### src/nes_host_pkg.sv
package nes_host_pkg;

  // controller chain and adapter bytes
  localparam int PAD_CHAIN_BITS = 24;
  localparam logic [7:0] TAP_SIG_PORT1 = 8'h08;
  localparam logic [7:0] TAP_SIG_PORT2 = 8'h04;

  // palette file layout
  localparam int PAL_FILE_BYTES = 192;
  localparam int PAL_ENTRIES = 64;

  // reset tail after a download, in clocks
  localparam int DL_RESET_TAIL = 255;

  // save RAM geometry and sweep pacing
  localparam int SAVE_ADDR_W = 10;
  localparam int CLEAR_SPACING = 16;
  localparam int CLEAR_DIV_W = $clog2(CLEAR_SPACING);

  // bit 0 is button a, bit 7 is dpad right
  typedef struct packed {
    logic right;
    logic left;
    logic down;
    logic up;
    logic start;
    logic select;
    logic b;
    logic a;
  } pad_t;

  // player 1 in the low byte
  typedef struct packed {
    pad_t p4;
    pad_t p3;
    pad_t p2;
    pad_t p1;
  } pad_set_t;

  typedef struct packed {
    logic [7:0] r;
    logic [7:0] g;
    logic [7:0] b;
  } rgb_t;

  typedef struct packed {
    logic [7:0] addr;
    logic [7:0] data;
  } pal_byte_t;

  typedef struct packed {
    logic [5:0] index;
    rgb_t color;
  } pal_entry_t;

  typedef struct packed {
    logic [SAVE_ADDR_W-1:0] addr;
    logic [7:0] data;
  } save_wr_t;

endpackage
### src/palette_lut.sv
module palette_lut
  import nes_host_pkg::*;
(
  input  logic       clk_ppu_21_47,
  input  pal_entry_t pal_entry,
  input  logic       pal_write,
  input  logic [5:0] color_index,
  output rgb_t       color_rgb
);

  rgb_t colors [PAL_ENTRIES];

  always_ff @(posedge clk_ppu_21_47) begin
    if (pal_write) begin
      colors[pal_entry.index] <= pal_entry.color;
    end
  end

  // registered lookup, one clock behind the index
  always_ff @(posedge clk_ppu_21_47) begin
    color_rgb <= colors[color_index];
  end

endmodule

### config.mk
export PLATFORM = sky130hd
export DESIGN_NAME = palette_lut
export DESIGN_NICKNAME = d
export VERILOG_FILES = /design/src/nes_host_pkg.sv /design/src/palette_lut.sv
export SDC_FILE = /design/constraint.sdc
export NUM_CORES = 1
export LEC_CHECK = 0
export ABC_AREA = 0
export BUFFER_PORTS_ARGS = -buffer_cell sky130_fd_sc_hd__buf_2
export CORE_UTILIZATION = 56
export DETAILED_ROUTE_END_ITERATION = 8
export GPL_TIMING_DRIVEN = 0
export PLACE_DENSITY = 0.77
export RECOVER_POWER = 25
export SLEW_MARGIN = 20
export SYNTH_ARGS = -nofsm -noshare
export SYNTH_HDL_FRONTEND = slang
export SYNTH_SLANG_ARGS = --single-unit
### constraint.sdc
create_clock -name clk_ppu_21_47 -period 2.9 [get_ports clk_ppu_21_47]
set_input_delay 0.145 -clock clk_ppu_21_47 [delete_from_list [all_inputs] [get_ports clk_ppu_21_47]]
set_output_delay 0.145 -clock clk_ppu_21_47 [all_outputs]
set_load 0.01 [all_outputs]
# == Yosys cells after proc, flatten, opt, wreduce, memory -nomap -nowiden ==
# Memories as Yosys holds them, arrays and structs flattened. A register that Yosys moved wholly into a read port is not among the register bits.
# Cells that the tools add are included.
# totals
in_bits,38
memories,1
ff_bits,0
mem_bits_rw,1536
word_cells,3
# op_classes
mux,2
# memory_table
memory,words,width,rd,rd_ports_with_merged_regs,wr,line,rtl
colors,64,24,1,1,1,palette_lut.sv:11,rgb_t colors [PAL_ENTRIES];
# ops
operator,n
$mux W1,2

# == Logic depth before layout (Yosys ltp) ==
# logic_depth
depth_word,2
ltp_mapped,9
ltp_nobuf,5

# == Least setup slack after synthesis ==
# OpenSTA, ideal clock, no wires.
# synth_path
path_kind,input to register
startpoint,input port pal_entry[27] (netlist name)
endpoint,"memory colors[48][0] (netlist name), enable pin"
setup_time_ps,435
path_stages,4
n_path_buf,1
path_slack_ps,158
t_arrival_ps,2307
cell_sequence,clkbuf_1 nor2b_1 nand4b_1 nor3_1
# synth_rtl
element,line,rtl
"start, declared",palette_lut.sv:5,"input pal_entry_t pal_entry,"
"end, declared",palette_lut.sv:11,
# No word-level cell before the write port.

==> metrics.txt <==
Final Core Density 0.648; total of max-cap violations 13; placed insts 4123; Worst Hold End colors[48][17]$_DFFE_PP_; drt total wl 161000 um; layout cells sized above 1 0.299; Core Footprint 105000 um2; Worst-path clk slew 0.06 ns; row count 119; pin count of the biggest net entering global routing 65; non-filler cells, final 4402; Hold Path Depth 2; PortBufs 54; Die X 327 um; Total GRT Usage 0.303; predominant post-synthesis flop cell edfxtp_1; worst slew pin tran 3.63 ns; DPL Wire Length 97000 um; R2R setup slack 0.22 ns; die height 327 um; RR Endpoint color_rgb[5]$_DFF_P_; vias in the first global route 30410; Sink Count 1560; Crit Path Class input port to flip-flop; H-tree Lvls 4; Seq/Total Area, Yosys 0.786; Pre-antenna DRT Iters 6; layout net count 2928; status complete, but fails checks; Synth warnings 0; mapped cell area 59300 um2; max_slew headroom -1.42; CTS max path bufs 3; Post-synth EDFFs 1536; Worst Path Arrival 3.60 ns; Synth Register Bits 1560; fillers 6385; CTS tree done; CTS buffer count 146; power per standard cell area 679 nW/um2; Final ANT Viol Nets 0; total grt overflow 0; syn nets 2648; starting density of the core 0.564; placer congestion estimate 0.988; post-CTS setup buffer count 0; final hold violation count 0; Period Utilization, post-route 1.00; Syn Area/Cell 22.7 um2; WL/cell 36.6 um; initial antenna violation count 12; initial detailed-routing violation count 5152; Setup crit end kind flip-flop; R2R depth 5; Worst-Skew Late Latency 0.77 ns; Required @ worst endpoint 3.59 ns; worst reg2reg startpoint colors[39][5]$_DFFE_PP_; hold_sp pal_entry[25]; met2 wire len 75300 um; nature of the critical path startpoint input port; Final Max Tran Viols 845; clock root cell clkbuf_16; library cells used by synthesis 40; async set-or-reset flop fraction in the synthesized netlist 0; DRC 0; endpoints failing setup 1; first-pass GRT wire length 225000 um; VDD IR max 0.808 mV; violated checks max-capacitance violations, max-slew violations, negative setup slack; Top Layer Used met5; Area Overhead vs Synth 14.9%; Final Worst Setup Slack -0.0132 ns; fmax 0.343 GHz; Post-Synthesis Cells 2610; met3 wire length 22100 um; area of the die 107000 um2; IO Count 62; Max Fanout on Critical Path 10; min Tclk post-route 2.91 ns; wl on met1 53800 um; RSZ-0062 raised after global routing false; Static Leakage 21.4 nW; setup clock skew after layout 0.0246 ns; worst min path class input port to flip-flop; vias per inst 6.96; via count 30655
what timing repair did:
action | 4_1_cts | 5_1_grt
resized for setup | 1 | 11
hold endpoints to repair | 63 | 106
hold buffers | 7 | 4
setup endpoints to repair | 1 | 12
worst max-delay path by stage:
stage	start	endpoint	cells after the start
after floorplan	pal_entry[27]	colors[48][0]$_DFFE_PP_	4
after global placement	pal_entry[28]	colors[49][10]$_DFFE_PP_	3
after detailed placement	color_index[2]	color_rgb[13]$_DFF_P_	9
after CTS	color_index[2]	color_rgb[6]$_DFF_P_	9
after global routing	color_index[1]	color_rgb[15]$_DFF_P_	9
final	color_index[1]	color_rgb[19]$_DFF_P_	8
sequential cells by signal, summed over array words and instances, names as in the netlist:
name,cells
color_rgb,24
colors,1536
cell usage in the layout (no fill, tap or decap), types with 28 or more instances in the layout:
cell	count
mux2i_1	95
mux2_2	53
a22oi_1	29
nor2_4	62
buf_16	41
clkinv_1	28
nand2_1	36
mux4_2	355
o22ai_1	53
clkbuf_1	74
buf_2	73
clkbuf_16	154
a221oi_1	46
edfxtp_1	1536
buf_4	47
synth_stat cells (24+ instances only):
cell | number | area share
edfxtp_1 | 1536 | 0.78
mux4_2 | 355 | 0.13
mux2i_1 | 95 | 0.016
nor2_1 | 80 | 0.0051
mux2_2 | 53 | 0.010
o22ai_1 | 53 | 0.0056
a221oi_1 | 52 | 0.0077
buf_2 | 45 | 0.0038
clkbuf_1 | 44 | 0.0028
nand2_1 | 36 | 0.0023
buf_4 | 31 | 0.0039
a22oi_1 | 29 | 0.0037
dfxtp_1 | 24 | 0.0081
per-layer routing:
metal,GRT usage,vias to the layer above
met5,0.00665,-
met4,0.158,10
met3,0.0938,556
met2,0.469,2662
met1,0.390,15739
li1,-,11688
cell families (layout without fill, tap and decap cells):
kind of cell           after synthesis  count (layout)  share of synthesized area
flip-flops                        1560            1560                      0.786
multiplexers                       503             503                      0.161
other                                0               7                          0
buffers and inverters              144             538                     0.0131
AO/OA/AOI/OAI                      207             207                     0.0244
AND/OR/NAND/NOR                    196             196                     0.0156
final cells by class:
type                            count  area [um2]  area share
Buffer                            140         771      0.0113
Clock buffer                      185        3980      0.0584
Sequential cell                  1560       46600       0.684
Antenna cell                        7        17.5    0.000257
Multi-Input combinational cell    906       12400       0.182
Timing Repair Buffer              134        1990      0.0292
Inverter                            2        7.51    0.000110
Tap cell                         1391        1740      0.0255
Clock inverter                     77         619     0.00909
metrics by stage:
step / cell area [um2] / setup slack (ns) / setup TNS (ns) / hold WS (ns) / total power, mW
2_1_floorplan: 59300 / 0.158 / 0 / 0.244 / 26.7
3_3_place_gp: 61300 / -1.32 / -947.40 / 0.546 / 27.8
3_5_place_dp: 63400 / -0.809 / -15.46 / 0.538 / 28.0
4_1_cts: 68100 / 0.000256 / 0 / 0.00113 / 46.2
5_1_grt: 68100 / 0.0345 / 0 / 0.115 / 47.2
6_report: 68200 / -0.0132 / -0.0132 / 0.108 / 46.3
critical path: stages:
cell and delay, ns:
buf_2 0.11, buf_2 0.29, buf_2 0.45, clkbuf_1 0.65, clkbuf_1 0.79, a221oi_1 0.44
a31oi_1 0.45, o21a_1 0.26
report_power, final:
part / internal (mW) / switching (mW)
combinational: 0.863 / 1.75
sequential: 25.0 / 0.0594
clock: 10.3 / 8.32
total: 36.1 / 10.1
(Power assumes the default switching activity.)
