<file path="config.mk">
export PLATFORM = sky130hd
export DESIGN_NAME = joypad_port
export DESIGN_NICKNAME = d
export VERILOG_FILES = /design/src/nes_host_pkg.sv /design/src/joypad_port.sv
export SDC_FILE = /design/constraint.sdc
export NUM_CORES = 1
export LEC_CHECK = 0
export ABC_AREA = 1
export BUFFER_PORTS_ARGS = -buffer_cell sky130_fd_sc_hd__buf_2
export CAP_MARGIN = 25
export CORE_MARGIN = 2
export CORE_UTILIZATION = 40
export DETAILED_ROUTE_END_ITERATION = 6
export SLEW_MARGIN = 15
export SYNTH_ARGS = -nofsm -noshare
export SYNTH_HDL_FRONTEND = slang
export SYNTH_SLANG_ARGS = --single-unit
</file>
<file path="constraint.sdc">
create_clock -name clk_ppu_21_47 -period 0.9 [get_ports clk_ppu_21_47]
set_input_delay 0 -clock clk_ppu_21_47 [delete_from_list [all_inputs] [get_ports clk_ppu_21_47]]
set_output_delay 0 -clock clk_ppu_21_47 [all_outputs]
set_load 0.02 [all_outputs]
</file>
<file path="src/nes_host_pkg.sv">
package nes_host_pkg;

  // controller chain and adapter bytes
  localparam int PAD_CHAIN_BITS = 24;
  localparam logic [7:0] TAP_SIG_PORT1 = 8'h08;
  localparam logic [7:0] TAP_SIG_PORT2 = 8'h04;

  // palette file layout
  localparam int PAL_FILE_BYTES = 192;
  localparam int PAL_ENTRIES = 64;

  // reset tail after a download, in clocks
  localparam int DL_RESET_TAIL = 255;

  // save RAM geometry and sweep pacing
  localparam int SAVE_ADDR_W = 10;
  localparam int CLEAR_SPACING = 16;
  localparam int CLEAR_DIV_W = $clog2(CLEAR_SPACING);

  // bit 0 is button a, bit 7 is dpad right
  typedef struct packed {
    logic right;
    logic left;
    logic down;
    logic up;
    logic start;
    logic select;
    logic b;
    logic a;
  } pad_t;

  // player 1 in the low byte
  typedef struct packed {
    pad_t p4;
    pad_t p3;
    pad_t p2;
    pad_t p1;
  } pad_set_t;

  typedef struct packed {
    logic [7:0] r;
    logic [7:0] g;
    logic [7:0] b;
  } rgb_t;

  typedef struct packed {
    logic [7:0] addr;
    logic [7:0] data;
  } pal_byte_t;

  typedef struct packed {
    logic [5:0] index;
    rgb_t color;
  } pal_entry_t;

  typedef struct packed {
    logic [SAVE_ADDR_W-1:0] addr;
    logic [7:0] data;
  } save_wr_t;

endpackage
</file>
<file path="src/joypad_port.sv">
module joypad_port
  import nes_host_pkg::*;
#(
  parameter logic [7:0] SIGNATURE = TAP_SIG_PORT1
) (
  input  logic clk_ppu_21_47,
  input  logic reset_nes,
  input  pad_t own_pad,
  input  pad_t other_pad,
  input  pad_t extra_pad,
  input  logic multitap_enabled,
  input  logic swap_controllers,
  input  logic joypad_latch,
  input  logic joypad_clock,
  output logic joypad_data
);

  logic [PAD_CHAIN_BITS-1:0] chain;
  logic clock_q;
  logic clock_fall;
  pad_t low_pad;
  logic [15:0] upper_bytes;

  // player swap only affects the first byte
  assign low_pad = swap_controllers ? other_pad : own_pad;

  // adapter reports extra pad then its signature, otherwise all ones
  assign upper_bytes = multitap_enabled ? {SIGNATURE, extra_pad} : 16'hffff;

  assign clock_fall = clock_q && !joypad_clock;

  always_ff @(posedge clk_ppu_21_47) begin
    if (reset_nes) begin
      chain <= '0;
      clock_q <= 1'b0;
    end else begin
      clock_q <= joypad_clock;
      // chain keeps reloading while the latch is high
      if (joypad_latch) begin
        chain <= {upper_bytes, low_pad};
      end else if (clock_fall) begin
        chain <= {1'b0, chain[PAD_CHAIN_BITS-1:1]};
      end
    end
  end

  assign joypad_data = chain[0];

  // the console samples this line at any time once running
  data_known_a: assert property (
    @(posedge clk_ppu_21_47) disable iff (reset_nes) !$isunknown(joypad_data)
  );

endmodule

</file>
# Word level (Yosys, flattened, before mapping)
# Index checks and enable logic that the tools add are counted.
# word_totals
wordCells,9
out_inout_bits,1
inputBits,30
regBits,25
# op_classes
reduce_logical,3
mux,4
# op_table
op,count
two-way mux 24 bit,2
two-way mux 16 bit,1
two-way mux 8 bit,1
nonzero test 2 bit,1
logical AND 1 bit,1
logical NOT 1 bit,1

# Logic depth before layout (Yosys ltp)
# depth
depth_word,4
mapped_depth,7
mapped_depth_nobuf,6

# Worst setup path before layout
# No wires, ideal clock.
# synth_path
path_kind,reg-to-reg
start,register clock_q
end,register chain[14]
period_less_slack_ns,0.951
arrival_ns,0.819
stages_incl_launch_ff,6
path_slack_ns,-0.051
n_path_buf,0
path_cell_list,dfxtp_1 inv_1 nor2_1 nand2_1 nand2_1 a21oi_1
# synth_via
elab_chain_len,2
# synth_lines
element,line_no,source
"start, declared",joypad_port.sv:19,logic clock_q;
"start signal, assigned",joypad_port.sv:37,clock_q <= joypad_clock;
logical AND 1 bit,joypad_port.sv:30,assign clock_fall = clock_q && !joypad_clock;
nonzero test 2 bit (no source line),--,
"end signal, assigned",joypad_port.sv:40,"chain <= {upper_bytes, low_pad};"
"end signal, assigned",joypad_port.sv:42,"chain <= {1'b0, chain[PAD_CHAIN_BITS-1:1]};"
"end, declared",joypad_port.sv:18,logic [PAD_CHAIN_BITS-1:0] chain;
# No other way between the ends.
# A chain may end at the register's enable or synchronous reset.

# Worst setup path in the final report
# Same ends and word-level chain as after synthesis.

==> impl_metrics.tcl <==
set metrics [dict create \
    stdcell_area_um2 1917 \
    synthesis.nets 269 \
    die_height_um 63.85 \
    max_cap_violations 0 \
    grt_pass1_wl_um 5181 \
    cts.clk_slew.worst_paths_ns 0.15 \
    ys.flop_type "dfxtp_1" \
    hold_path_depth 3 \
    gp_congestion 0.7513 \
    post_drt_wl_per_cell_um 9.733 \
    fin_skew_ns 0.01419 \
    dp_hpwl_um 2219 \
    grt_use_total_pct 15.40 \
    ys_types 14 \
    die_area_um2 4076 \
    nets 315 \
    core.rowCount 21 \
    synth_most_common_cell "nand2_1" \
    timing.hold.ws_ns -0.001695 \
    grt_pass1_vias 1232 \
    cts_tree "done" \
    finalSetupViolations 8 \
    drc 0 \
    antenna_found_initial 0 \
    end_kind "register" \
    cp-start-kind "register" \
    critPathArrivalTime_ns 1.16 \
    power_mw 2.269 \
    failed_checks "hold timing, setup timing" \
    worstPathCellList "inv_2 > nor2_4 > buf_6 > nand2_2 > nand2_2 > a21oi_2" \
    relSlewSlack_pct 76.80 \
    critical-path-max-stage-delay_ns 0.39 \
    drv_slew 0 \
    detail-route-antenna-nets 0 \
    drt_iter0_drc 53 \
    ys_ff_latch 25 \
    yosysTopAreaCellShare_pct 34.93 \
    power_density_nw_per_um2 1184 \
    outcome "finished, violations left" \
    synth_top_area_cell "dfxtp_1" \
    rsz0062_at_grt "true" \
    cts_sinks 25 \
    syn_area_per_cell_um2 5.994 \
    grt_overflow 0 \
    die_w_um 63.85 \
    htreeDepth 1 \
    pre_cts_ws_ns -0.04614 \
    cts_buffers 3 \
    placed_area_um2 1697 \
    cpMostUsedCell "nand2_2" \
    portBuffers 30 \
    ios 31 \
    ff2ff_path_depth 6 \
    yosysSeqAreaShare_pct 34.93 \
    grt_max_degree 21 \
    dr.pass1.iters 4 \
    clk_path_buf_depth 2 \
    timing.fmax_mhz 1076 \
    cp_slowest_cell "dfxtp_4" \
    period_share_pct 103.3 \
    hold_viol 1 \
    synth_edf_count 0 \
    wirelength_um 3212 \
    fillCellCount 350 \
    synth_area_leaders "dfxtp_1 (35%), nand2_1 (23%), inv_1 (12%)" \
    post-route-min-period_ns 0.9296 \
    coreArea_um2 3390 \
    netlist_top_cells_count "nand2_1 (87), inv_1 (47), nand3_1 (29)" \
    min_path_type "in2reg" \
    critPathKind "reg2reg" \
    worst_slack_ns -0.02962 \
    syn_area_um2 1433 \
    clock-root-buffer "clkbuf_4" \
    required_ns 1.13 \
    start_util_pct 42.27 \
    tightest_slew_ns 0.3476 \
    diodes 0 \
    max-vdd-ir-drop_v 0.0008629 \
    path_max_fanout 6 \
    syn_to_final_growth_pct 33.80 \
    drive_gt1_share_pct 25.70 \
    power.leakage_nw 1.070 \
    postSynthCellCount 239 \
    async_flop_share_pct 0 \
    yosys_warnings 0 \
    vias_per_cell 4.491 \
    vias 1482 \
    clock_latency_ns 0.32 \
]
==> critical path: cells and delay by family (launching register included) <==
family	cells	cell delay, ns
flip-flops	1	0.39
AO/OA/AOI/OAI	1	0.05
buffers and inverters	2	0.20
AND/OR/NAND/NOR	3	0.22
==> flip-flops by register name (all words and copies together), names as in the netlist <==
name and count:
chain 24, clock_q 1
==> cell usage in the layout, fill, tap and decap left out <==
cell           count
a21oi_1           17
a21oi_2            1
buf_12             2
buf_2             30
buf_4              9
buf_6              3
clkbuf_1           1
clkbuf_4           3
dfxtp_1           24
dfxtp_4            1
dlygate4sd3_1      9
inv_1             46
inv_2              1
inv_4              1
nand2_1           73
nand2_2           11
nand2_4            3
nand3_1           23
nand3_2            6
nor2_1             7
nor2_2             1
nor2_4             1
o21ai_0            3
o21bai_1           8
==> cell type report <==
class | count | area, um2 | area share, %
Sequential cell | 25 | 504.2 | 26.31
Timing Repair Buffer | 53 | 381.6 | 19.91
Tap cell | 46 | 57.56 | 3.003
Multi-Input combinational cell | 154 | 764.5 | 39.88
Clock buffer | 4 | 26.28 | 1.371
Inverter | 48 | 182.7 | 9.530
==> per-layer routing <==
metal  part of all wire, %  up-vias  track usage [%]
li1                      -      809                -
met1                    48      660            20.24
met2                    49       11            26.30
met3                   2.1        2            3.697
met4                  0.50        0            1.630
met5                     0        -                0
==> kinds of logic (layout without fill, tap and decap cells) <==
group                  Yosys count  in the layout  synth area share, %
AO/OA/AOI/OAI                   29             29                11.53
buffers and inverters           60            105                18.25
flip-flops                      25             25                34.93
AND/OR/NAND/NOR                125            125                35.28
==> what timing repair did <==
action	in CTS	in global routing
buffers inserted	0	0
hold buffers	9	0
endpoints found under the hold margin	8	0
setup endpoints to repair	23	23
pin swaps	3	8
gates resized for setup	8	23
==> through the flow <==
step | setup TNS (ns) | cells | utilization, %
after detailed placement | -0.5144 | 317 | 50.06
final | -0.09913 | 330 | 56.55
after CTS | -0.3257 | 330 | 54.19
after global routing | -1.348 | 330 | 56.55
after global placement | -0.2256 | 317 | 50.06
after floorplan | 0 | 239 | -
==> report_power, final <==
part           internal [mW]  switching [mW]  leakage [nW]
Sequential              1.18          0.0354         0.208
Clock                  0.173           0.338        0.0150
Combinational          0.254           0.286         0.847
Total                   1.61           0.660          1.07
==> final timing paths <==
check                                   from         to  slack, ns
worst max-delay path                 clock_q  chain[14]      -0.03
worst min-delay path            extra_pad[0]   chain[8]     -0.002
worst max register to register       clock_q  chain[14]      -0.03
worst min register to register     chain[18]  chain[18]       0.49
Power figures use the tool's default switching activity.
