File: config.mk
export PLATFORM = sky130hd
export DESIGN_NAME = reset_sequencer
export DESIGN_NICKNAME = d
export VERILOG_FILES = /design/src/nes_host_pkg.sv /design/src/reset_sequencer.sv
export SDC_FILE = /design/constraint.sdc
export NUM_CORES = 1
export LEC_CHECK = 0
export BUFFER_PORTS_ARGS = -buffer_cell sky130_fd_sc_hd__buf_2
export CORE_MARGIN = 1.5
export CORE_UTILIZATION = 28
export DETAILED_ROUTE_END_ITERATION = 8
export REMOVE_ABC_BUFFERS = 1
export SYNTH_ARGS = -nofsm -noshare
export SYNTH_HDL_FRONTEND = slang
export SYNTH_SLANG_ARGS = --single-unit
export TNS_END_PERCENT = 50
File: constraint.sdc
create_clock -name clk_ppu_21_47 -period 3 [get_ports clk_ppu_21_47]
set_input_delay 0.15 -clock clk_ppu_21_47 [delete_from_list [all_inputs] [get_ports clk_ppu_21_47]]
set_output_delay 0.15 -clock clk_ppu_21_47 [all_outputs]
set_load 0.05 [all_outputs]
File: src/nes_host_pkg.sv
package nes_host_pkg;

  // controller chain and adapter bytes
  localparam int PAD_CHAIN_BITS = 24;
  localparam logic [7:0] TAP_SIG_PORT1 = 8'h08;
  localparam logic [7:0] TAP_SIG_PORT2 = 8'h04;

  // palette file layout
  localparam int PAL_FILE_BYTES = 192;
  localparam int PAL_ENTRIES = 64;

  // reset tail after a download, in clocks
  localparam int DL_RESET_TAIL = 255;

  // save RAM geometry and sweep pacing
  localparam int SAVE_ADDR_W = 10;
  localparam int CLEAR_SPACING = 16;
  localparam int CLEAR_DIV_W = $clog2(CLEAR_SPACING);

  // bit 0 is button a, bit 7 is dpad right
  typedef struct packed {
    logic right;
    logic left;
    logic down;
    logic up;
    logic start;
    logic select;
    logic b;
    logic a;
  } pad_t;

  // player 1 in the low byte
  typedef struct packed {
    pad_t p4;
    pad_t p3;
    pad_t p2;
    pad_t p1;
  } pad_set_t;

  typedef struct packed {
    logic [7:0] r;
    logic [7:0] g;
    logic [7:0] b;
  } rgb_t;

  typedef struct packed {
    logic [7:0] addr;
    logic [7:0] data;
  } pal_byte_t;

  typedef struct packed {
    logic [5:0] index;
    rgb_t color;
  } pal_entry_t;

  typedef struct packed {
    logic [SAVE_ADDR_W-1:0] addr;
    logic [7:0] data;
  } save_wr_t;

endpackage
File: src/reset_sequencer.sv
module reset_sequencer
  import nes_host_pkg::*;
(
  input  logic clk_ppu_21_47,
  input  logic reset_nes,
  input  logic download_active,
  input  logic external_reset,
  input  logic clearing,
  output logic core_reset
);

  logic seen_download;
  logic [7:0] tail_cnt;

  always_ff @(posedge clk_ppu_21_47) begin
    if (reset_nes) begin
      seen_download <= 1'b0;
      tail_cnt <= 8'd0;
    end else begin
      if (download_active) begin
        seen_download <= 1'b1;
      end
      // held at full count until the download ends
      if (download_active) begin
        tail_cnt <= 8'(DL_RESET_TAIL);
      end else if (tail_cnt != 8'd0) begin
        tail_cnt <= tail_cnt - 8'd1;
      end
    end
  end

  assign core_reset = !seen_download || download_active || (tail_cnt != 8'd0) ||
                      external_reset || clearing;

endmodule

# After elaboration in Yosys (flattened, before gate mapping)
# Cells that the tools add are included.
# word_totals
regBits	9
output_inout_bits	1
wordCells	12
in_bits	5
# classes
n_addsub	1
muxes	2
reduce_logical	7
# op_table
cell	count
8-bit two-way mux	2
8-bit nonzero test	1
8-bit by 1-bit subtractor with 8-bit output (second input constant)	1
1-bit logical OR	4
2-bit nonzero test	1
1-bit logical NOT	1

# Logic depth before layout (Yosys ltp)
# Gate-level depths: netlist of the first run.
# logic_depth
word_depth	5
depth_mapped	5
mapped_depth_nobuf	5

# Worst setup path after synthesis of the first run
# No wires, ideal clock.
# synth_timing
kind	register to output
startpoint	reg tail_cnt[0]
endpoint	out core_reset
path_buffers	0
t_arrival_ps	1439
required_time_ps	2850
stages_incl_launch_ff	5
setup_slack_ps	1411
path_cell_list	dfxtp_1 -> inv_1 -> ha_1 -> nor3b_1 -> nand3_1
# synth_via
elab_chain_cells	4
# synth_rtl
item	line_no	text
from (decl)	reset_sequencer.sv:13	logic [7:0] tail_cnt;
from (signal assigned)	reset_sequencer.sv:25	tail_cnt <= 8'(DL_RESET_TAIL);
from (signal assigned)	reset_sequencer.sv:27	tail_cnt <= tail_cnt - 8'd1;
8-bit nonzero test	reset_sequencer.sv:32	assign core_reset = !seen_download || download_active || (tail_cnt != 8'd0) ||
1-bit logical OR (2 in a row)	reset_sequencer.sv:32	
1-bit logical OR	reset_sequencer.sv:33	external_reset || clearing;
to (decl)	reset_sequencer.sv:9	output logic core_reset
# No other way between the ends.

# Worst setup path in the final report of the first run
# Ends and elaborated chain as after synthesis.

==> impl_metrics.tcl, run 1 <==
set metrics [dict create \
    status "finished clean" \
    finClkSkew_ns 0.00583 \
    combPwrFrac_pct 17.4 \
    max_slew_margin_pct 59.5 \
    synth_cell_types 24 \
    die_h_um 44.2 \
    worstPathArrival_ns 1.76 \
    dr.pass1.iters 4 \
    power.density_nw_per_um2 534 \
    die_w_um 44.2 \
    grt_max_degree 11 \
    grt_use_met1_pct 15.5 \
    fillers 171 \
    crit_path_end_kind "primary output" \
    nets 70 \
    htreeDepth 1 \
    holdCritPathClass "input pin to flip-flop" \
    switchingPower_mw 0.0815 \
    syn_area_um2 474 \
    grt_overflow 0 \
    hold_violations 0 \
    intPower_mw 0.206 \
    grtUsageMet3_pct 7.35 \
    grt_use_met2_pct 19.7 \
    grt_pass1_vias 418 \
    cp_max_fo 6 \
    antenna_left 0 \
    initialDrtViolationCount 15 \
    layout_commonest_cell "dfxtp_1" \
    post-place-ws_ns 1.37 \
    period_needed_ns 1.91 \
    critPathKind "flip-flop to primary output" \
    drive_gt1_share_pct 19.4 \
    cts_buffers 3 \
    seqCellArea_um2 180 \
    fmaxAchievable_ghz 0.523 \
    finalSetupViolations 0 \
    cts_sinks 9 \
    clockRootBuffer "clkbuf_4" \
    insertion_delay_ns 0.26 \
    dp_hpwl_um 748 \
    required_ns 2.85 \
    vias_per_cell 5.63 \
    tightest_slew_ns 0.607 \
    rsz0062_at_grt "false" \
    cts_max_path_buffers 2 \
    period_share_pct 63.7 \
    antenna_found_initial 0 \
    final_cell_mix "dfxtp_1, or4_1, buf_2" \
    ctsResizeCount 0 \
    cts.clk_slew.worst_paths_ns 0.06 \
    grt-busiest-layer "met2" \
    fp.coreArea_um2 1540 \
    pin_count 6 \
    insertedDiodeCount 0 \
    pwr-share-clk_pct 32.4 \
    grt.total_usage_pct 12.9 \
    portBuffers 5 \
    synth-seq-cells 9 \
    sw_frac_of_total_pct 28.4 \
    ys_seq_area_share_pct 38.0 \
    syn_to_final_growth_pct 13.5 \
    drt_wl_total_mm 1.02 \
    num_rows 14 \
    cts_tree "built" \
    route.detailed.wl_per_inst_um 13.0 \
    multi_input_area_um2 275 \
    p_leak_nw 0.192 \
    maxSlewViolCount 0 \
    cp-start-kind "flip-flop" \
    cts_setup_buffers 0 \
    syn_avg_cell_area_um2 8.62 \
    yosysWarningCount 0 \
    syn_inst 55 \
    grt_pass1_wl_mm 1.74 \
    ir_worst_vdd_uv 297 \
    drc 0 \
    postCtsHoldBufs 0 \
    power_frac_seq_pct 50.2 \
    initial_core_util_pct 30.8 \
    place_congestion 0.875 \
    tns_ns 0 \
    vias 439 \
    fin_ws_ns 1.09 \
    cap_violations 0 \
    dieArea_um2 1950 \
]
[state kept, by name (all words and copies together) (netlist names)]
name	flops
seen_download	1
tail_cnt	8
[power groups by stage]
stage	logic, mW	registers (mW)	clock network [mW]
after detailed placement	0.0499	0.146	0
after floorplan	0.0370	0.142	0
after global placement	0.0494	0.146	0
after CTS	0.0499	0.143	0.0963
after global routing	0.0567	0.146	0.106
final	0.0501	0.144	0.0931
[synthesized netlist by cell type]
library cell,number,area share [%]
a31oi_1,4,5.3
inv_1,3,2.4
nor3b_1,1,1.6
o21ai_0,4,4.2
or4_1,5,7.9
or2_2,1,1.3
or3_1,2,2.6
nor4_1,4,5.3
a211oi_1,1,1.6
clkbuf_1,2,1.6
or3_4,1,2.4
nand3_1,1,1.1
nand2b_1,2,2.6
o22ai_1,1,1.3
a21oi_1,3,3.2
or3b_2,2,3.7
nor3_1,1,1.1
nor4b_1,1,1.8
a311oi_1,1,1.8
dfxtp_1,9,38
nor2_1,2,1.6
ha_1,2,5.3
o21bai_1,1,1.6
nand2_1,1,0.79
[critical path, stage by stage, from the launching register on]
cell	delay, ns
dfxtp_1	0.34
inv_1	0.11
ha_1	0.16
nor3b_1	0.52
nand3_1	0.13
buf_2	0.25
[final timing paths]
kind / startpoint / to / slack, ns / depth (start not counted)
min reg2reg: seen_download / seen_download / 0.49 / 2
max reg2reg: tail_cnt[0] / tail_cnt[1] / 1.37 / 5
min: reset_nes / tail_cnt[3] / 0.19 / 2
max: tail_cnt[0] / core_reset / 1.09 / 5
[layer usage]
| metal | up-vias | wire length (µm) |
|---|---|---|
| met5 | - | 0 |
| met4 | 0 | 4 |
| met3 | 2 | 53 |
| met2 | 11 | 444 |
| met1 | 197 | 513 |
| li1 | 229 | - |
[per-stage QoR]
stage                     utilization, %  hold WS [ns]  cells  power [mW]  instance area (µm²)
after floorplan                        -         0.219     53       0.179                  467
after global placement              33.2         0.454     74       0.195                  512
after detailed placement            33.2         0.462     74       0.196                  512
after CTS                           34.9         0.179     78       0.290                  538
after global routing                34.9         0.202     78       0.308                  538
final                               34.9         0.186     78       0.287                  538
[layout make-up]
class / count / share of cell area, %
multi-input combinational: 41 / 51.2
sequential: 9 / 33.5
clock buffer: 4 / 4.88
timing repair buffer: 5 / 4.65
tap: 16 / 3.72
inverter: 3 / 2.09
[cell families after synthesis]
group	count (synthesis)	synth area share, %
DFF	9	38.0
AOI/OAI and AO/OA	15	19.0
and+or+nand+nor	24	33.8
adders and majority gates	2	5.28
buffers and inverters	5	3.96
(Power assumes the default switching activity.)
==> run 2: changes to the inputs <==
==> constraint.sdc (replaced) <==
create_clock -name clk_ppu_21_47 -period 1.81 [get_ports clk_ppu_21_47]
set_input_delay 0.0905 -clock clk_ppu_21_47 [delete_from_list [all_inputs] [get_ports clk_ppu_21_47]]
set_output_delay 0.0905 -clock clk_ppu_21_47 [all_outputs]
set_load 0.05 [all_outputs]
==> run 2 against run 1 <==
Core utilization grew 0.32 points. Design area increased by 0.93%. Via count is 2.7% higher. Clock power increased by 68%. Critical path type unchanged. Largest cell class unchanged.
==> impl_metrics.tcl, run 2 (synthesis results as in run 1) <==
set metrics [dict create \
    status "finished clean" \
    syn_to_final_growth_pct 14.5 \
    dp.cells 74 \
    max_slew_margin_pct 67.1 \
    portBuffers 5 \
    finClkSkew_ns 0.00612 \
    insertedDiodeCount 0 \
    dr.pass1.iters 4 \
    hold_violations 0 \
    final_cell_mix "dfxtp_1, or4_1, buf_2" \
    antenna_left 0 \
    fp.coreArea_um2 1540 \
    ir_worst_vdd_uv 496 \
    fmaxAchievable_ghz 0.604 \
    crit_path_end_kind "primary output" \
    initial_core_util_pct 30.8 \
    nets 70 \
    grt.total_usage_pct 13.1 \
    drc 0 \
    grt_pass1_vias 426 \
    route.detailed.wl_per_inst_um 13.3 \
    place_congestion 0.875 \
    htreeDepth 1 \
    drive_gt1_share_pct 21.0 \
    period_share_pct 91.4 \
    cts.clk_slew.worst_paths_ns 0.06 \
    cts_tree "built" \
    fillers 171 \
    finalSetupViolations 0 \
    cp-start-kind "flip-flop" \
    period_needed_ns 1.65 \
    grt_pass1_wl_mm 1.77 \
    power.density_nw_per_um2 882 \
    holdCritPathClass "input pin to flip-flop" \
    worstPathArrival_ns 1.56 \
    critPathKind "flip-flop to primary output" \
    num_rows 14 \
    tns_ns 0 \
    cts_max_path_buffers 2 \
    tightest_slew_ns 0.490 \
    cp_max_fo 6 \
    antenna_found_initial 0 \
    insertion_delay_ns 0.26 \
    dp_hpwl_um 748 \
    regMostFlops "tail_cnt" \
    cts_setup_buffers 0 \
    grt_overflow 0 \
    vias_per_cell 5.78 \
    cts_sinks 9 \
    clockRootBuffer "clkbuf_4" \
    largest_register_ffs 8 \
    pin_count 6 \
    die_w_um 44.2 \
    reg_top3 "tail_cnt: 8 flops, seen_download: 1 flops" \
    cts_buffers 3 \
    die_h_um 44.2 \
    required_ns 1.72 \
    layout_commonest_cell "dfxtp_1" \
    fin_cells 78 \
    initialDrtViolationCount 9 \
    cap_violations 0 \
    drt_wl_total_mm 1.03 \
    finalPower_mw 0.479 \
    p_leak_nw 0.194 \
    grt_max_degree 11 \
    vias 451 \
    dieArea_um2 1950 \
    rsz0062_at_grt "false" \
    maxSlewViolCount 0 \
]
-- run 2: layout make-up --
class                           count  area (µm²)  area share, %
Multi-Input combinational cell     41         280           51.6
Tap cell                           16        20.0           3.69
Clock buffer                        4        26.3           4.84
Inverter                            3        11.3           2.07
Sequential cell                     9         180           33.2
Timing Repair Buffer                5        25.0           4.61
-- run 2: critical path, stage by stage, from the launching register on --
cell and delay [ns]:
dfxtp_1 0.34, inv_1 0.11, ha_1 0.16, nor3b_2 0.34, nand3_1 0.11, buf_2 0.23
-- run 2: worst paths after layout --
kind	start	to	cells past startpoint	slack [ns]
worst max-delay path	tail_cnt[0]	core_reset	5	0.16
worst min-delay path	reset_nes	tail_cnt[3]	2	0.12
worst max register to register	tail_cnt[0]	tail_cnt[5]	5	0.18
worst min register to register	seen_download	seen_download	2	0.49
-- run 2: routing by layer --
metal / track usage, % / wire length (µm)
met1: 15.3 / 513
met2: 20.6 / 459
met3: 7.35 / 57
met4: 3.64 / 4
met5: 0 / 0
-- run 2: power by group --
part / switching (mW) / internal (mW)
clock: 0.0707 / 0.0850
sequential: 0.0225 / 0.216
combinational: 0.0441 / 0.0401
total: 0.137 / 0.342
-- run 2: stage by stage --
step                hold WS (ns)  instance area (µm²)  setup WS (ns)  utilization, %
floorplan                  0.160                  467          0.281               -
global placement           0.402                  512          0.244            33.2
detailed placement         0.403                  512          0.187            33.2
CTS                        0.120                  543          0.170            35.2
global route               0.142                  543         0.0508            35.2
finish                     0.125                  543          0.156            35.2
-- run 2: what timing repair did --
action,CTS,global route
hold buffers,0,0
endpoints found under the setup margin,1,0
gates resized for setup,1,0
