[config.mk]
export PLATFORM = sky130hd
export DESIGN_NAME = palette_loader
export DESIGN_NICKNAME = d
export VERILOG_FILES = /design/src/nes_host_pkg.sv /design/src/palette_loader.sv
export SDC_FILE = /design/constraint.sdc
export NUM_CORES = 1
export LEC_CHECK = 0
export ABC_AREA = 1
export BUFFER_PORTS_ARGS = -buffer_cell sky130_fd_sc_hd__buf_4
export CAP_MARGIN = 10
export CORE_ASPECT_RATIO = 1.2
export CORE_MARGIN = 2
export CORE_UTILIZATION = 54
export DETAILED_ROUTE_END_ITERATION = 12
export PLACE_DENSITY = 0.81
export SYNTH_ARGS = -nofsm -noshare
export SYNTH_HDL_FRONTEND = slang
export SYNTH_SLANG_ARGS = --single-unit
[constraint.sdc]
create_clock -name clk_ppu_21_47 -period 3.8 [get_ports clk_ppu_21_47]
set_input_delay 0.38 -clock clk_ppu_21_47 [delete_from_list [all_inputs] [get_ports clk_ppu_21_47]]
set_output_delay 0.38 -clock clk_ppu_21_47 [all_outputs]
set_load 0.02 [all_outputs]
[src/nes_host_pkg.sv]
package nes_host_pkg;

  // controller chain and adapter bytes
  localparam int PAD_CHAIN_BITS = 24;
  localparam logic [7:0] TAP_SIG_PORT1 = 8'h08;
  localparam logic [7:0] TAP_SIG_PORT2 = 8'h04;

  // palette file layout
  localparam int PAL_FILE_BYTES = 192;
  localparam int PAL_ENTRIES = 64;

  // reset tail after a download, in clocks
  localparam int DL_RESET_TAIL = 255;

  // save RAM geometry and sweep pacing
  localparam int SAVE_ADDR_W = 10;
  localparam int CLEAR_SPACING = 16;
  localparam int CLEAR_DIV_W = $clog2(CLEAR_SPACING);

  // bit 0 is button a, bit 7 is dpad right
  typedef struct packed {
    logic right;
    logic left;
    logic down;
    logic up;
    logic start;
    logic select;
    logic b;
    logic a;
  } pad_t;

  // player 1 in the low byte
  typedef struct packed {
    pad_t p4;
    pad_t p3;
    pad_t p2;
    pad_t p1;
  } pad_set_t;

  typedef struct packed {
    logic [7:0] r;
    logic [7:0] g;
    logic [7:0] b;
  } rgb_t;

  typedef struct packed {
    logic [7:0] addr;
    logic [7:0] data;
  } pal_byte_t;

  typedef struct packed {
    logic [5:0] index;
    rgb_t color;
  } pal_entry_t;

  typedef struct packed {
    logic [SAVE_ADDR_W-1:0] addr;
    logic [7:0] data;
  } save_wr_t;

endpackage
[src/palette_loader.sv]
module palette_loader
  import nes_host_pkg::*;
(
  input  logic       clk_ppu_21_47,
  input  logic       reset_nes,
  input  logic       palette_download,
  input  pal_byte_t  pal_byte,
  input  logic       pal_byte_strobe,
  output pal_entry_t pal_entry,
  output logic       pal_write
);

  logic [1:0] phase;
  logic [5:0] index;
  logic [7:0] red;
  logic [7:0] green;
  logic byte_ok;

  // bytes past the 64 entries are dropped
  assign byte_ok = palette_download && pal_byte_strobe &&
                   (pal_byte.addr < 8'(PAL_FILE_BYTES));

  always_ff @(posedge clk_ppu_21_47) begin
    if (reset_nes) begin
      phase <= 2'd0;
      index <= 6'd0;
      pal_write <= 1'b0;
    end else begin
      pal_write <= 1'b0;
      if (!palette_download) begin
        phase <= 2'd0;
        index <= 6'd0;
      end else if (byte_ok) begin
        case (phase)
          2'd0: phase <= 2'd1;
          2'd1: phase <= 2'd2;
          default: begin
            // blue byte completes the entry
            phase <= 2'd0;
            index <= index + 6'd1;
            pal_write <= 1'b1;
          end
        endcase
      end
    end
  end

  // color bytes arrive red, green, blue
  always_ff @(posedge clk_ppu_21_47) begin
    if (byte_ok) begin
      case (phase)
        2'd0: red <= pal_byte.data;
        2'd1: green <= pal_byte.data;
        default: begin
          pal_entry.index <= index;
          pal_entry.color <= {red, green, pal_byte.data};
        end
      endcase
    end
  end

  // a triple needs at least three strobes
  write_single_a: assert property (
    @(posedge clk_ppu_21_47) disable iff (reset_nes) pal_write |=> !pal_write
  );

endmodule

==> Word-level counts from Yosys, hierarchy flattened <==
Cells that the tools add are included.
{ "word_totals": {"register_bits": 55} }
{ "op_classes": {"magnitude_cmp": 1, "add_sub_neg": 1, "eq_ne": 1, "n_mux": 2, "reduce_logical": 9, "bitwise": 3} }
{ "ops": {"columns": ["cell", "count"], "rows": [
  ["8-bit less-than comparator, second input constant", 1],
  ["6-bit by 1-bit adder with 6-bit output, second input constant", 1],
  ["2-bit AND reduction", 3],
  ["2-bit case mux with 2 select lines", 1],
  ["2-bit OR reduction", 2],
  ["1-bit inverter", 3],
  ["3-bit OR reduction", 1],
  ["2-bit by 1-bit == test with 1-bit output, second input constant", 1],
  ["1-bit logical AND", 2],
  ["2-bit zero test", 1],
  ["1-bit two-way mux", 1]
]} }

==> Depth between registers and ports, before layout <==
Gate-level depths: netlist (run 1).
{ "depth": {"ltp_word": 4, "ltp_mapped": 7} }

==> Least setup slack after synthesis (run 1) <==
OpenSTA, ideal clock, no wires.
{ "synth_path": {"kind": "input -> register", "start": "input palette_download", "end": "register red[0], enable pin", "arrival_time_ns": 1.174, "path_buffers": 0, "slack_ns": 2.256, "path_stages": 5, "path_cell_list": "nand2_1 -> inv_2 -> nand2_2 -> or2_4 -> nor2_1"} }
{ "synth_between": {"elab_chain_len": 3} }
{ "synth_lines": {"columns": ["item", "line", "text"], "rows": [
  ["start, declared", "palette_loader.sv:6", "input logic palette_download,"],
  ["1-bit logical AND (2 in series)", "palette_loader.sv:20", "assign byte_ok = palette_download && pal_byte_strobe &&"],
  ["2-bit AND reduction (no line)", null, null],
  ["end signal, assigned", "palette_loader.sv:52", "2'd0: red <= pal_byte.data;"],
  ["end, declared", "palette_loader.sv:15", "logic [7:0] red;"]
]} }
No other way between the ends.
A chain may end at the register's enable or synchronous reset.

==> Worst setup path after layout (run 1) <==
{ "layout_path": {"start": "register phase[1]", "end": "register index[5]"} }
{ "layout_between": {"elab_chain_len": 4} }
{ "layout_lines": {"columns": ["item", "line", "text"], "rows": [
  ["start, declared", "palette_loader.sv:13", "logic [1:0] phase;"],
  ["start signal, assigned", "palette_loader.sv:25", "phase <= 2'd0;"],
  ["start signal, assigned", "palette_loader.sv:31", "phase <= 2'd0;"],
  ["start signal, assigned", "palette_loader.sv:35", "2'd0: phase <= 2'd1;"],
  ["2-bit by 1-bit == test with 1-bit output / 2-bit zero test (equally long branches)", "palette_loader.sv:34", "case (phase)"],
  ["2-bit OR reduction (no line) (*)", null, null],
  ["1-bit inverter (no line) (*)", null, null],
  ["2-bit AND reduction (no line) (*)", null, null],
  ["end signal, assigned", "palette_loader.sv:40", "index <= index + 6'd1;"],
  ["end, declared", "palette_loader.sv:14", "logic [5:0] index;"]
]} }
Mark *: on every way between the ends. The rest lies on a longest branch, timed or not.

==> results.md, run 1 <==
- Final hold slack: 0.247 ns
- I/O Pins: 51
- PortBufs: 44
- Final Hold Viols: 0
- GRT Total Usage: 16.2%
- Outcome: completed
- Multi-input gate area: 229 um2
- Total negative slack: 0 ns
- RSZ-0062 raised after global routing: no
- Initial antenna violation count: 0
- DR pass1 iterations: 4
- Crit start category: flip-flop
- Final Cycle Share: 42.4%
- Area share of the largest cell type after synthesis: 76.3%
- Crit path largest cell delay: 0.72 ns
- # clock sinks: 55
- Remaining Overflow, GRT: 0
- First-pass GRT wire length: 4370 um
- Clk buf depth: 2
- Sequential area share after synthesis: 86.3%
- Number of global-route vias before repair: 971
- Slew @ Worst Pin: 0.918 ns
- Cts bufs inserted: 5
- Relative slew slack: 38.7%
- Max cap viols: 0
- Distinct cells, synth: 17
- Worst EP required: 4.00 ns
- CP bufs+invs: 1
- Placed instance count: 185
- Row count: 23
- Cts repair resizes: 0
- DRC errors left: 0
- Die height: 67.4 um
- # Post-CTS Setup Buffers: 0
- Final setup vio count: 0
- Clock power frac: 29.4%
- Largest net degree at the start of global routing: 36
- Cts hold-fix bufs: 0
- DP HPWL: 1960 um
- Mean routed wirelength per cell: 14.7 um
- Setup CP Type: flip-flop to flip-flop
- Latest clock arrival within the worst-skew pair: 0.30 ns
- CP arrival: 1.81 ns
- Minimum clock period: 1.61 ns
- Synth Cell Area: 1810 um2
- Share of layout cells above drive strength 1: 38.1%
- Int Power: 788 uW
- Fill cells: 248
- Leak Pwr: 0.821 nW
- Slew Viols, Final: 0
- Ys Warns: 0
- Mean post-synth cell area: 17.4 um2
- Commonest non-fill, non-tap cell in the layout: edfxtp_1
- Critical path's top delay family: simple AND/OR/NAND/NOR gates
- WL final: 2820 um
- Switching pwr: 173 uW
- CTS Root Cell: clkbuf_8
- Maximum VDD drop: 0.306 mV
- CP Cell Sequence: inv_2, nor2_4, nand3_1, nand2_1, nor2_1
- Synth area leaders: edfxtp_1 (76%), dfxtp_1 (10%), nand2_1 (3.1%)
- CP max stage cell: nor2_4
- CP endpoint kind: flip-flop
- CTS tree: done
- FF+latch count, synth: 55
- Worst hold-check path type: input pin to flip-flop
- Comb pwr share: 2.4%
- Core area: 3280 um2
- Syn Nets: 125
- P&R area growth vs syn: 25.1%
- Syn Inst Count: 104
- Setup Skew: 0.00399 ns
- Vias/cell: 5.14
- Final nets: 176
- Number of antenna diodes: 0
- Sw Ratio: 18.0%
- Initial core utilization: 55.1%
- Area leader, netlist: edfxtp_1
- Sequential cell area: 1560 um2
- Worst-path maximum fanout: 35
- Die width: 56.8 um
- Die area: 3830 um2
- Initial drt markers: 28
- Antenna-violating nets left: 0
- Worst-path clk slew: 0.08 ns
- GPL Wtd Cong: 0.703
- Most frequent cells in the layout: edfxtp_1 (46), buf_4 (44), nand2_1 (15)
- Non-filler cells, final: 192
- Fmax achieved: 0.620 GHz
- Core Util, Final: 69.0%
- Via count: 986
- Htree depth: 2
- Fraction of power consumed by sequential logic: 68.2%
- Pwr Density: 424 nW/um2
state kept, by name, summed over array words and instances, names as in the netlist:
| signal | cells |
|---|---|
| green | 8 |
| index | 6 |
| pal_entry | 30 |
| pal_write | 1 |
| phase | 2 |
| red | 8 |
cells by family after synthesis:
logic type | count (synthesis) | synth area share, %
adder cells (fa/ha/maj) | 1 | 0.691
XOR/XNOR | 2 | 0.968
AO/OA/AOI/OAI | 6 | 1.87
flip-flops | 55 | 86.3
buffers and inverters | 5 | 1.04
AND/OR/NAND/NOR | 35 | 9.13
metrics by stage:
step	setup WS, ns	instance area, um2	power (mW)
after floorplan	2.26	1810	0.677
after global placement	1.96	2190	0.691
after detailed placement	1.91	2190	0.692
after CTS	2.15	2260	0.974
after global routing	2.03	2260	1.00
final	2.19	2260	0.960
worst paths after layout:
kind                         startpoint                endpoint  slack [ns]  depth (start not counted)
setup reg to reg  phase[1]$_SDFFE_PP0P_   index[5]$_SDFFE_PP0P_        2.19                          5
setup / recovery  phase[1]$_SDFFE_PP0P_   index[5]$_SDFFE_PP0P_        2.19                          5
hold reg to reg      green[1]$_DFFE_PP_  pal_entry[9]$_DFFE_PP_        0.42                          0
hold / removal                reset_nes    pal_write$_SDFF_PP0_        0.25                          2
per-layer routing:
| metal | vias to the layer above | global-route usage, % | routed length (um) |
|---|---|---|---|
| li1 | 471 | - | - |
| met1 | 471 | 16.7 | 1060 |
| met2 | 38 | 28.8 | 1480 |
| met3 | 6 | 6.51 | 224 |
| met4 | 0 | 7.85 | 56 |
| met5 | - | 0 | 0 |
power by group through the flow:
stage | clock, mW | sequential (mW) | combinational (mW)
global route | 0.319 | 0.656 | 0.0253
detailed placement | 0 | 0.669 | 0.0233
floorplan | 0 | 0.669 | 0.00787
CTS | 0.295 | 0.655 | 0.0233
finish | 0.282 | 0.655 | 0.0230
global placement | 0 | 0.669 | 0.0218
cell type report:
class                   count  share of cell area [%]
clock inverters             2                   0.387
multi-input cells          44                    10.1
inverters                   5                   0.829
flip-flops and latches     55                    69.0
well taps                  37                    2.05
clock buffers               5                    3.04
repair buffers             44                    14.6
worst reg2reg max path: stages, from the launching register on:
cell,delay (ns)
dfxtp_1,0.41
inv_2,0.08
nor2_4,0.72
nand3_1,0.16
nand2_1,0.10
nor2_1,0.04
synth_stat cells, drive strengths merged:
library cell	number
xor2	2
edfxtp	46
inv	5
a21oi	6
nand2	17
ha	1
nand4	1
nor2	11
nand3	5
dfxtp	9
or2	1
No activity file was read; power rests on OpenSTA's default activity.
==> run 2, diff against run 1 <==
--- a/config.mk
+++ b/config.mk
@@ -10,9 +10,9 @@
 export CAP_MARGIN = 10
 export CORE_ASPECT_RATIO = 1.2
 export CORE_MARGIN = 2
-export CORE_UTILIZATION = 54
+export CORE_UTILIZATION = 45
 export DETAILED_ROUTE_END_ITERATION = 12
-export PLACE_DENSITY = 0.81
+export PLACE_DENSITY = 0.72
 export SYNTH_ARGS = -nofsm -noshare
 export SYNTH_HDL_FRONTEND = slang
 export SYNTH_SLANG_ARGS = --single-unit
==> constraint.sdc (replaced) <==
create_clock -name clk_ppu_21_47 -period 1.4 [get_ports clk_ppu_21_47]
set_input_delay 0.14 -clock clk_ppu_21_47 [delete_from_list [all_inputs] [get_ports clk_ppu_21_47]]
set_output_delay 0.14 -clock clk_ppu_21_47 [all_outputs]
set_load 0.02 [all_outputs]
==> run 2 against run 1 <==
Effect of this change:
- largest power group unchanged
- utilization decreased by 8.2 points
- non-clock buffer count increased by 7
- critical endpoint is now red[0]$_DFFE_PP_
- routed wire length decreased by 6.7%
- via count increased by 1.7%
- register-to-register slack got worse by 2.0 ns
- sequential share of layout area decreased by 3.3 points
- clock skew increased by 0.0044 ns
- highest routed layer unchanged
- die area increased by 19%
==> results.md, run 2 (same netlist as run 1, synthesis figures left out) <==
- Min-delay src: pal_byte[3]
- P&R area growth vs syn: 31.4%
- Max reg flops: 30 (unchanged)
- Slew Viols, Final: 0 (unchanged)
- Finished Cell Area: 2380 um2 (+5.0%)
- Initial antenna violation count: 0 (unchanged)
- Setup Skew: 0.00840 ns (+0.00441 ns)
- Max cap viols: 0 (unchanged)
- Relative slew slack: 82.9% (+44 points)
- Remaining Overflow, GRT: 0 (unchanged)
- Final Hold Viols: 0 (unchanged)
- Number of antenna diodes: 0 (unchanged)
- Final nets: 183 (+4.0%)
- Core Util, Final: 60.8% (-8.2 points)
- Final hold slack: 0.0352 ns (-0.212 ns)
- Pwr Density: 1180 nW/um2 (+180%)
- Critical path depth: 3 (-2)
- GPL Wtd Cong: 0.745 (+6.0%)
- Maximum VDD drop: 0.924 mV (+200%)
- R2R setup slack: 0.20 ns (-1.99 ns)
- PortBufs: 44 (unchanged)
- Fmax achieved: 0.832 GHz (+34%)
- Slew @ Worst Pin: 0.256 ns (-0.662 ns)
- DRC errors left: 0 (unchanged)
- Core area: 3910 um2 (+19%)
- Mean routed wirelength per cell: 12.2 um (-17%)
- Regs by FF count: pal_entry: 30 flops, green: 8 flops, red: 8 flops
- RSZ-0062 raised after global routing: no
- Crit start category: flip-flop
- Clk buf depth: 2 (unchanged)
- Worst hold-check path type: input pin to flip-flop
- Overall Power: 2.80 mW (+190%)
- CP Cell Sequence: or2_4, nor2_1, buf_4
- DR pass1 iterations: 4 (unchanged)
- Most frequent cells in the layout: buf_4 (49), edfxtp_1 (46), nand2_1 (15)
- Worst EP required: 1.41 ns (-2.59 ns)
- DP HPWL: 1900 um (-2.9%)
- Worst-path clk slew: 0.09 ns (about the same)
- Critical R2R Capture: red[0]$_DFFE_PP_
- Post-placement cell area: 2260 um2 (+3.6%)
- Final Cycle Share: 85.8% (+43 points)
- CTS tree: done
- Worst-path maximum fanout: 5 (-86%)
- Antenna-violating nets left: 0 (unchanged)
- First-pass GRT wire length: 4110 um (-5.8%)
- Latest clock arrival within the worst-skew pair: 0.29 ns (about the same)
- CP max stage cell: dfxtp_1
- Largest net degree at the start of global routing: 21 (-42%)
- Initial drt markers: 16 (-43%)
- Number of global-route vias before repair: 948 (-2.4%)
- GRT Total Usage: 13.1% (-3.1 points)
- Initial core utilization: 46.3% (-8.9 points)
- Cts bufs inserted: 5 (unchanged)
- Final setup vio count: 0 (unchanged)
- Leak Pwr: 0.870 nW (+6.0%)
- Top reg by flops: pal_entry
- Crit Reg-Reg Startpoint: phase[0]$_SDFFE_PP0P_
- I/O Pins: 51 (unchanged)
- CTS Root Cell: clkbuf_8
- WL final: 2630 um (-6.7%)
- # clock sinks: 55 (unchanged)
- Critical path's top delay family: simple AND/OR/NAND/NOR gates
- Setup CP Type: flip-flop to flip-flop
- CP endpoint: red[0]$_DFFE_PP_
- # Post-CTS Setup Buffers: 0 (unchanged)
- Total negative slack: 0 ns (unchanged)
- Cts repair resizes: 0 (unchanged)
- Outcome: completed
- Row count: 25 (+8.7%)
- Minimum clock period: 1.20 ns (-0.411 ns)
- Vias/cell: 4.64 (-9.6%)
- CP Launch Point: phase[0]$_SDFFE_PP0P_
- CP bufs+invs: 1 (unchanged)
- R2r worst-path depth: 3 (-2)
- CP endpoint kind: flip-flop
- Crit path largest cell delay: 0.33 ns (-0.39 ns)
- Share of layout cells above drive strength 1: 40.1% (+2.1 points)
- Die height: 73.5 um (+9.0%)
- CP arrival: 1.21 ns (-0.60 ns)
- Htree depth: 2 (unchanged)
- Die area: 4550 um2 (+19%)
- Commonest non-fill, non-tap cell in the layout: buf_4
- Via count: 1003 (+1.7%)
- Die width: 61.9 um (+8.9%)
## run 2: area by class of cell
type / instances / area [um2]
flip-flops and latches: 55 / 1560
fillers: 303 / 1530
repair buffers: 51 / 398
multi-input cells: 44 / 229
clock buffers: 6 / 72.6
well taps: 54 / 67.6
clock inverters: 1 / 30.0
inverters: 5 / 18.8
## run 2: worst min-delay path by stage
| stage | endpoint | depth (start not counted) |
|---|---|---|
| 2_1_floorplan | pal_write$_SDFF_PP0_ | 1 |
| 3_3_place_gp | pal_write$_SDFF_PP0_ | 2 |
| 3_5_place_dp | pal_write$_SDFF_PP0_ | 2 |
| 4_1_cts | pal_entry[2]$_DFFE_PP_ | 1 |
| 5_1_grt | pal_entry[7]$_DFFE_PP_ | 1 |
| 6_report | green[3]$_DFFE_PP_ | 1 |
## run 2: repair_timing
item / in CTS / in global routing
hold buffers: 1 / 0
endpoints found under the hold margin: 1 / 0
setup endpoints to repair: 0 / 0
## run 2: stage by stage
| step | setup slack (ns) | cells |
|---|---|---|
| 2_1_floorplan | 0.0418 | 104 |
| 3_3_place_gp | 0.118 | 208 |
| 3_5_place_dp | 0.104 | 208 |
| 4_1_cts | 0.198 | 216 |
| 5_1_grt | 0.136 | 216 |
| 6_report | 0.198 | 216 |
## run 2: power by group
group / internal, mW / switching (mW)
clock network: 0.524 / 0.433
logic: 0.0366 / 0.0319
registers: 1.77 / 0.00337
total: 2.34 / 0.468
## run 2: routing by layer
layer / up-vias / part of all wire (%) / global-route usage, %
met4: 0 / 1.3 / 6.38
met1: 483 / 37 / 13.1
li1: 487 / - / -
met2: 31 / 56 / 22.3
met5: - / 0 / 0
met3: 2 / 6.0 / 5.99
==> run 3, diff against run 2 <==
--- a/config.mk
+++ b/config.mk
@@ -6,13 +6,15 @@
 export NUM_CORES = 1
 export LEC_CHECK = 0
 export ABC_AREA = 1
-export BUFFER_PORTS_ARGS = -buffer_cell sky130_fd_sc_hd__buf_4
 export CAP_MARGIN = 10
+export CELL_PAD_IN_SITES_DETAIL_PLACEMENT = 1
+export CELL_PAD_IN_SITES_GLOBAL_PLACEMENT = 1
 export CORE_ASPECT_RATIO = 1.2
 export CORE_MARGIN = 2
-export CORE_UTILIZATION = 45
+export CORE_UTILIZATION = 44
 export DETAILED_ROUTE_END_ITERATION = 12
-export PLACE_DENSITY = 0.72
+export DONT_BUFFER_PORTS = 1
+export PLACE_DENSITY = 0.7
 export SYNTH_ARGS = -nofsm -noshare
 export SYNTH_HDL_FRONTEND = slang
 export SYNTH_SLANG_ARGS = --single-unit
==> run 3 against run 2 <==
Effect of this change:
- hold slack improved by 0.018 ns
- utilization down 7.2 points
- count of clock-buffer cells in the layout unchanged
- clock skew is 0.0011 ns higher
- setup slack improved by 0.023 ns
==> results.md, run 3 (same netlist as run 1, synthesis figures left out) <==
- Mean routed wirelength per cell: 15.6 um (+28%)
- CTS Root Cell: clkbuf_8
- Final nets: 144 (-21%)
- Maximum VDD drop: 0.457 mV (-51%)
- Final Cycle Share: 84.2% (-1.7 points)
- DRC errors left: 0 (unchanged)
- Overall Power: 2.83 mW (+1.0%)
- Max cap viols: 0 (unchanged)
- Share of layout cells above drive strength 1: 15.3% (-25 points)
- DP HPWL: 1970 um (+3.6%)
- Vias/cell: 4.81 (+3.6%)
- Remaining Overflow, GRT: 0 (unchanged)
- Crit start category: flip-flop
- Worst-path maximum fanout: 8 (+3)
- GPL Wtd Cong: 0.654 (-12%)
- Initial antenna violation count: 0 (unchanged)
- Placed instance count: 161 (-23%)
- Worst EP required: 1.40 ns (about the same)
- Minimum clock period: 1.18 ns (-0.0234 ns)
- Leak Pwr: 0.678 nW (-22%)
- Final setup vio count: 0 (unchanged)
- P&R area growth vs syn: 16.7%
- Max reg flops: 30 (unchanged)
- Final hold slack: 0.0528 ns (+0.0176 ns)
- Fmax achieved: 0.849 GHz (+2.0%)
- GRT Total Usage: 12.8% (-0.25 points)
- Cts bufs inserted: 5 (unchanged)
- Initial drt markers: 41 (+25)
- Pwr Density: 1340 nW/um2 (+14%)
- Row count: 25 (unchanged)
- First-pass GRT wire length: 4330 um (+5.4%)
- Die width: 62.5 um (+1.1%)
- Clk buf depth: 2 (unchanged)
- Final Hold Viols: 0 (unchanged)
- Number of global-route vias before repair: 885 (-6.6%)
- PortBufs: 0 (-100%)
- Setup Skew: 0.00953 ns (+0.00114 ns)
- Most frequent cells in the layout: edfxtp_1 (46), nand2_1 (15), nor2_1 (9), dlygate4sd3_1 (9), dfxtp_1 (9)
- Die area: 4640 um2 (+2.1%)
- Via count: 856 (-15%)
- Sequential cell area: 1560 um2 (unchanged)
- Slew @ Worst Pin: 0.284 ns (+0.0283 ns)
- DR pass1 iterations: 3 (-1)
- I/O Pins: 51 (unchanged)
- Die height: 74.2 um (+1.1%)
- Regs by FF count: pal_entry: 30 flops, green: 8 flops, red: 8 flops
- Initial core utilization: 45.9% (-0.37 points)
- Relative slew slack: 81.0% (-1.9 points)
- Worst hold-check path type: input pin to flip-flop
- Slew Viols, Final: 0 (unchanged)
- WL final: 2770 um (+5.3%)
- Htree depth: 2 (unchanged)
- # clock sinks: 55 (unchanged)
- Commonest non-fill, non-tap cell in the layout: edfxtp_1
- CP endpoint kind: flip-flop
- Total negative slack: 0 ns (unchanged)
- Latest clock arrival within the worst-skew pair: 0.30 ns (about the same)
- Outcome: completed
- Setup CP Type: flip-flop to flip-flop
- Worst-path clk slew: 0.09 ns (about the same)
- RSZ-0062 raised after global routing: no
- Number of antenna diodes: 0 (unchanged)
- Fill cells: 387 (+28%)
- Antenna-violating nets left: 0 (unchanged)
- Top reg by flops: pal_entry
- Core area: 3940 um2 (+0.80%)
- Largest net degree at the start of global routing: 36 (+71%)
- Multi-input gate area: 229 um2 (unchanged)
- Non-filler cells, final: 178 (-18%)
- Core Util, Final: 53.6% (-7.2 points)
- CP arrival: 1.18 ns (-0.03 ns)
- CTS tree: done
==> run 3: worst max-delay path, cell delays in order (launching register included) <==
cell	delay (ns)
dfxtp_1	0.34
or2_4	0.26
nor2_1	0.10
buf_4	0.19
==> run 3: report_power, final <==
part / total [mW] / switching (mW) / internal [mW] / leakage (nW)
Sequential: 1.78 / 0.00433 / 1.77 / 0.481
Combinational: 0.0569 / 0.0305 / 0.0264 / 0.145
Clock: 0.996 / 0.462 / 0.533 / 0.0514
Total: 2.83 / 0.497 / 2.33 / 0.678
==> run 3: repair_timing <==
item                                   in CTS  in global routing
endpoints found under the hold margin      25                  0
hold buffers                                9                  0
buffers inserted                            0                  0
gates resized for setup                     0                  0
==> run 3: path summary, 6_finish.rpt <==
| check | cells after the start | slack, ns | start | endpoint |
|---|---|---|---|---|
| max | 3 | 0.22 | phase[0]$_SDFFE_PP0P_ | red[3]$_DFFE_PP_ |
| min | 3 | 0.05 | reset_nes | index[5]$_SDFFE_PP0P_ |
| max reg2reg | 3 | 0.22 | phase[0]$_SDFFE_PP0P_ | red[3]$_DFFE_PP_ |
| min reg2reg | 0 | 0.42 | red[3]$_DFFE_PP_ | pal_entry[19]$_DFFE_PP_ |
==> run 3: layout make-up <==
cell class,count,area share [%]
repair buffers,12,5.92
well taps,54,3.20
multi-input cells,44,10.8
inverters,5,0.889
flip-flops and latches,55,73.9
clock buffers,6,3.44
clock inverters,2,1.78
==> run 3: layer usage <==
layer	track usage, %	vias to the layer above	part of all wire (%)
met5	0	-	0
met4	5.19	0	0.79
met3	4.54	2	4.7
met2	24.4	32	55
met1	13.0	417	39
li1	-	405	-
==> run 3: through the flow <==
step	setup WS (ns)	cell area (um2)
4_1_cts	0.206	2110
5_1_grt	0.181	2110
3_3_place_gp	0.256	1910
6_report	0.222	2110
3_5_place_dp	0.208	1910
2_1_floorplan	0.0418	1810
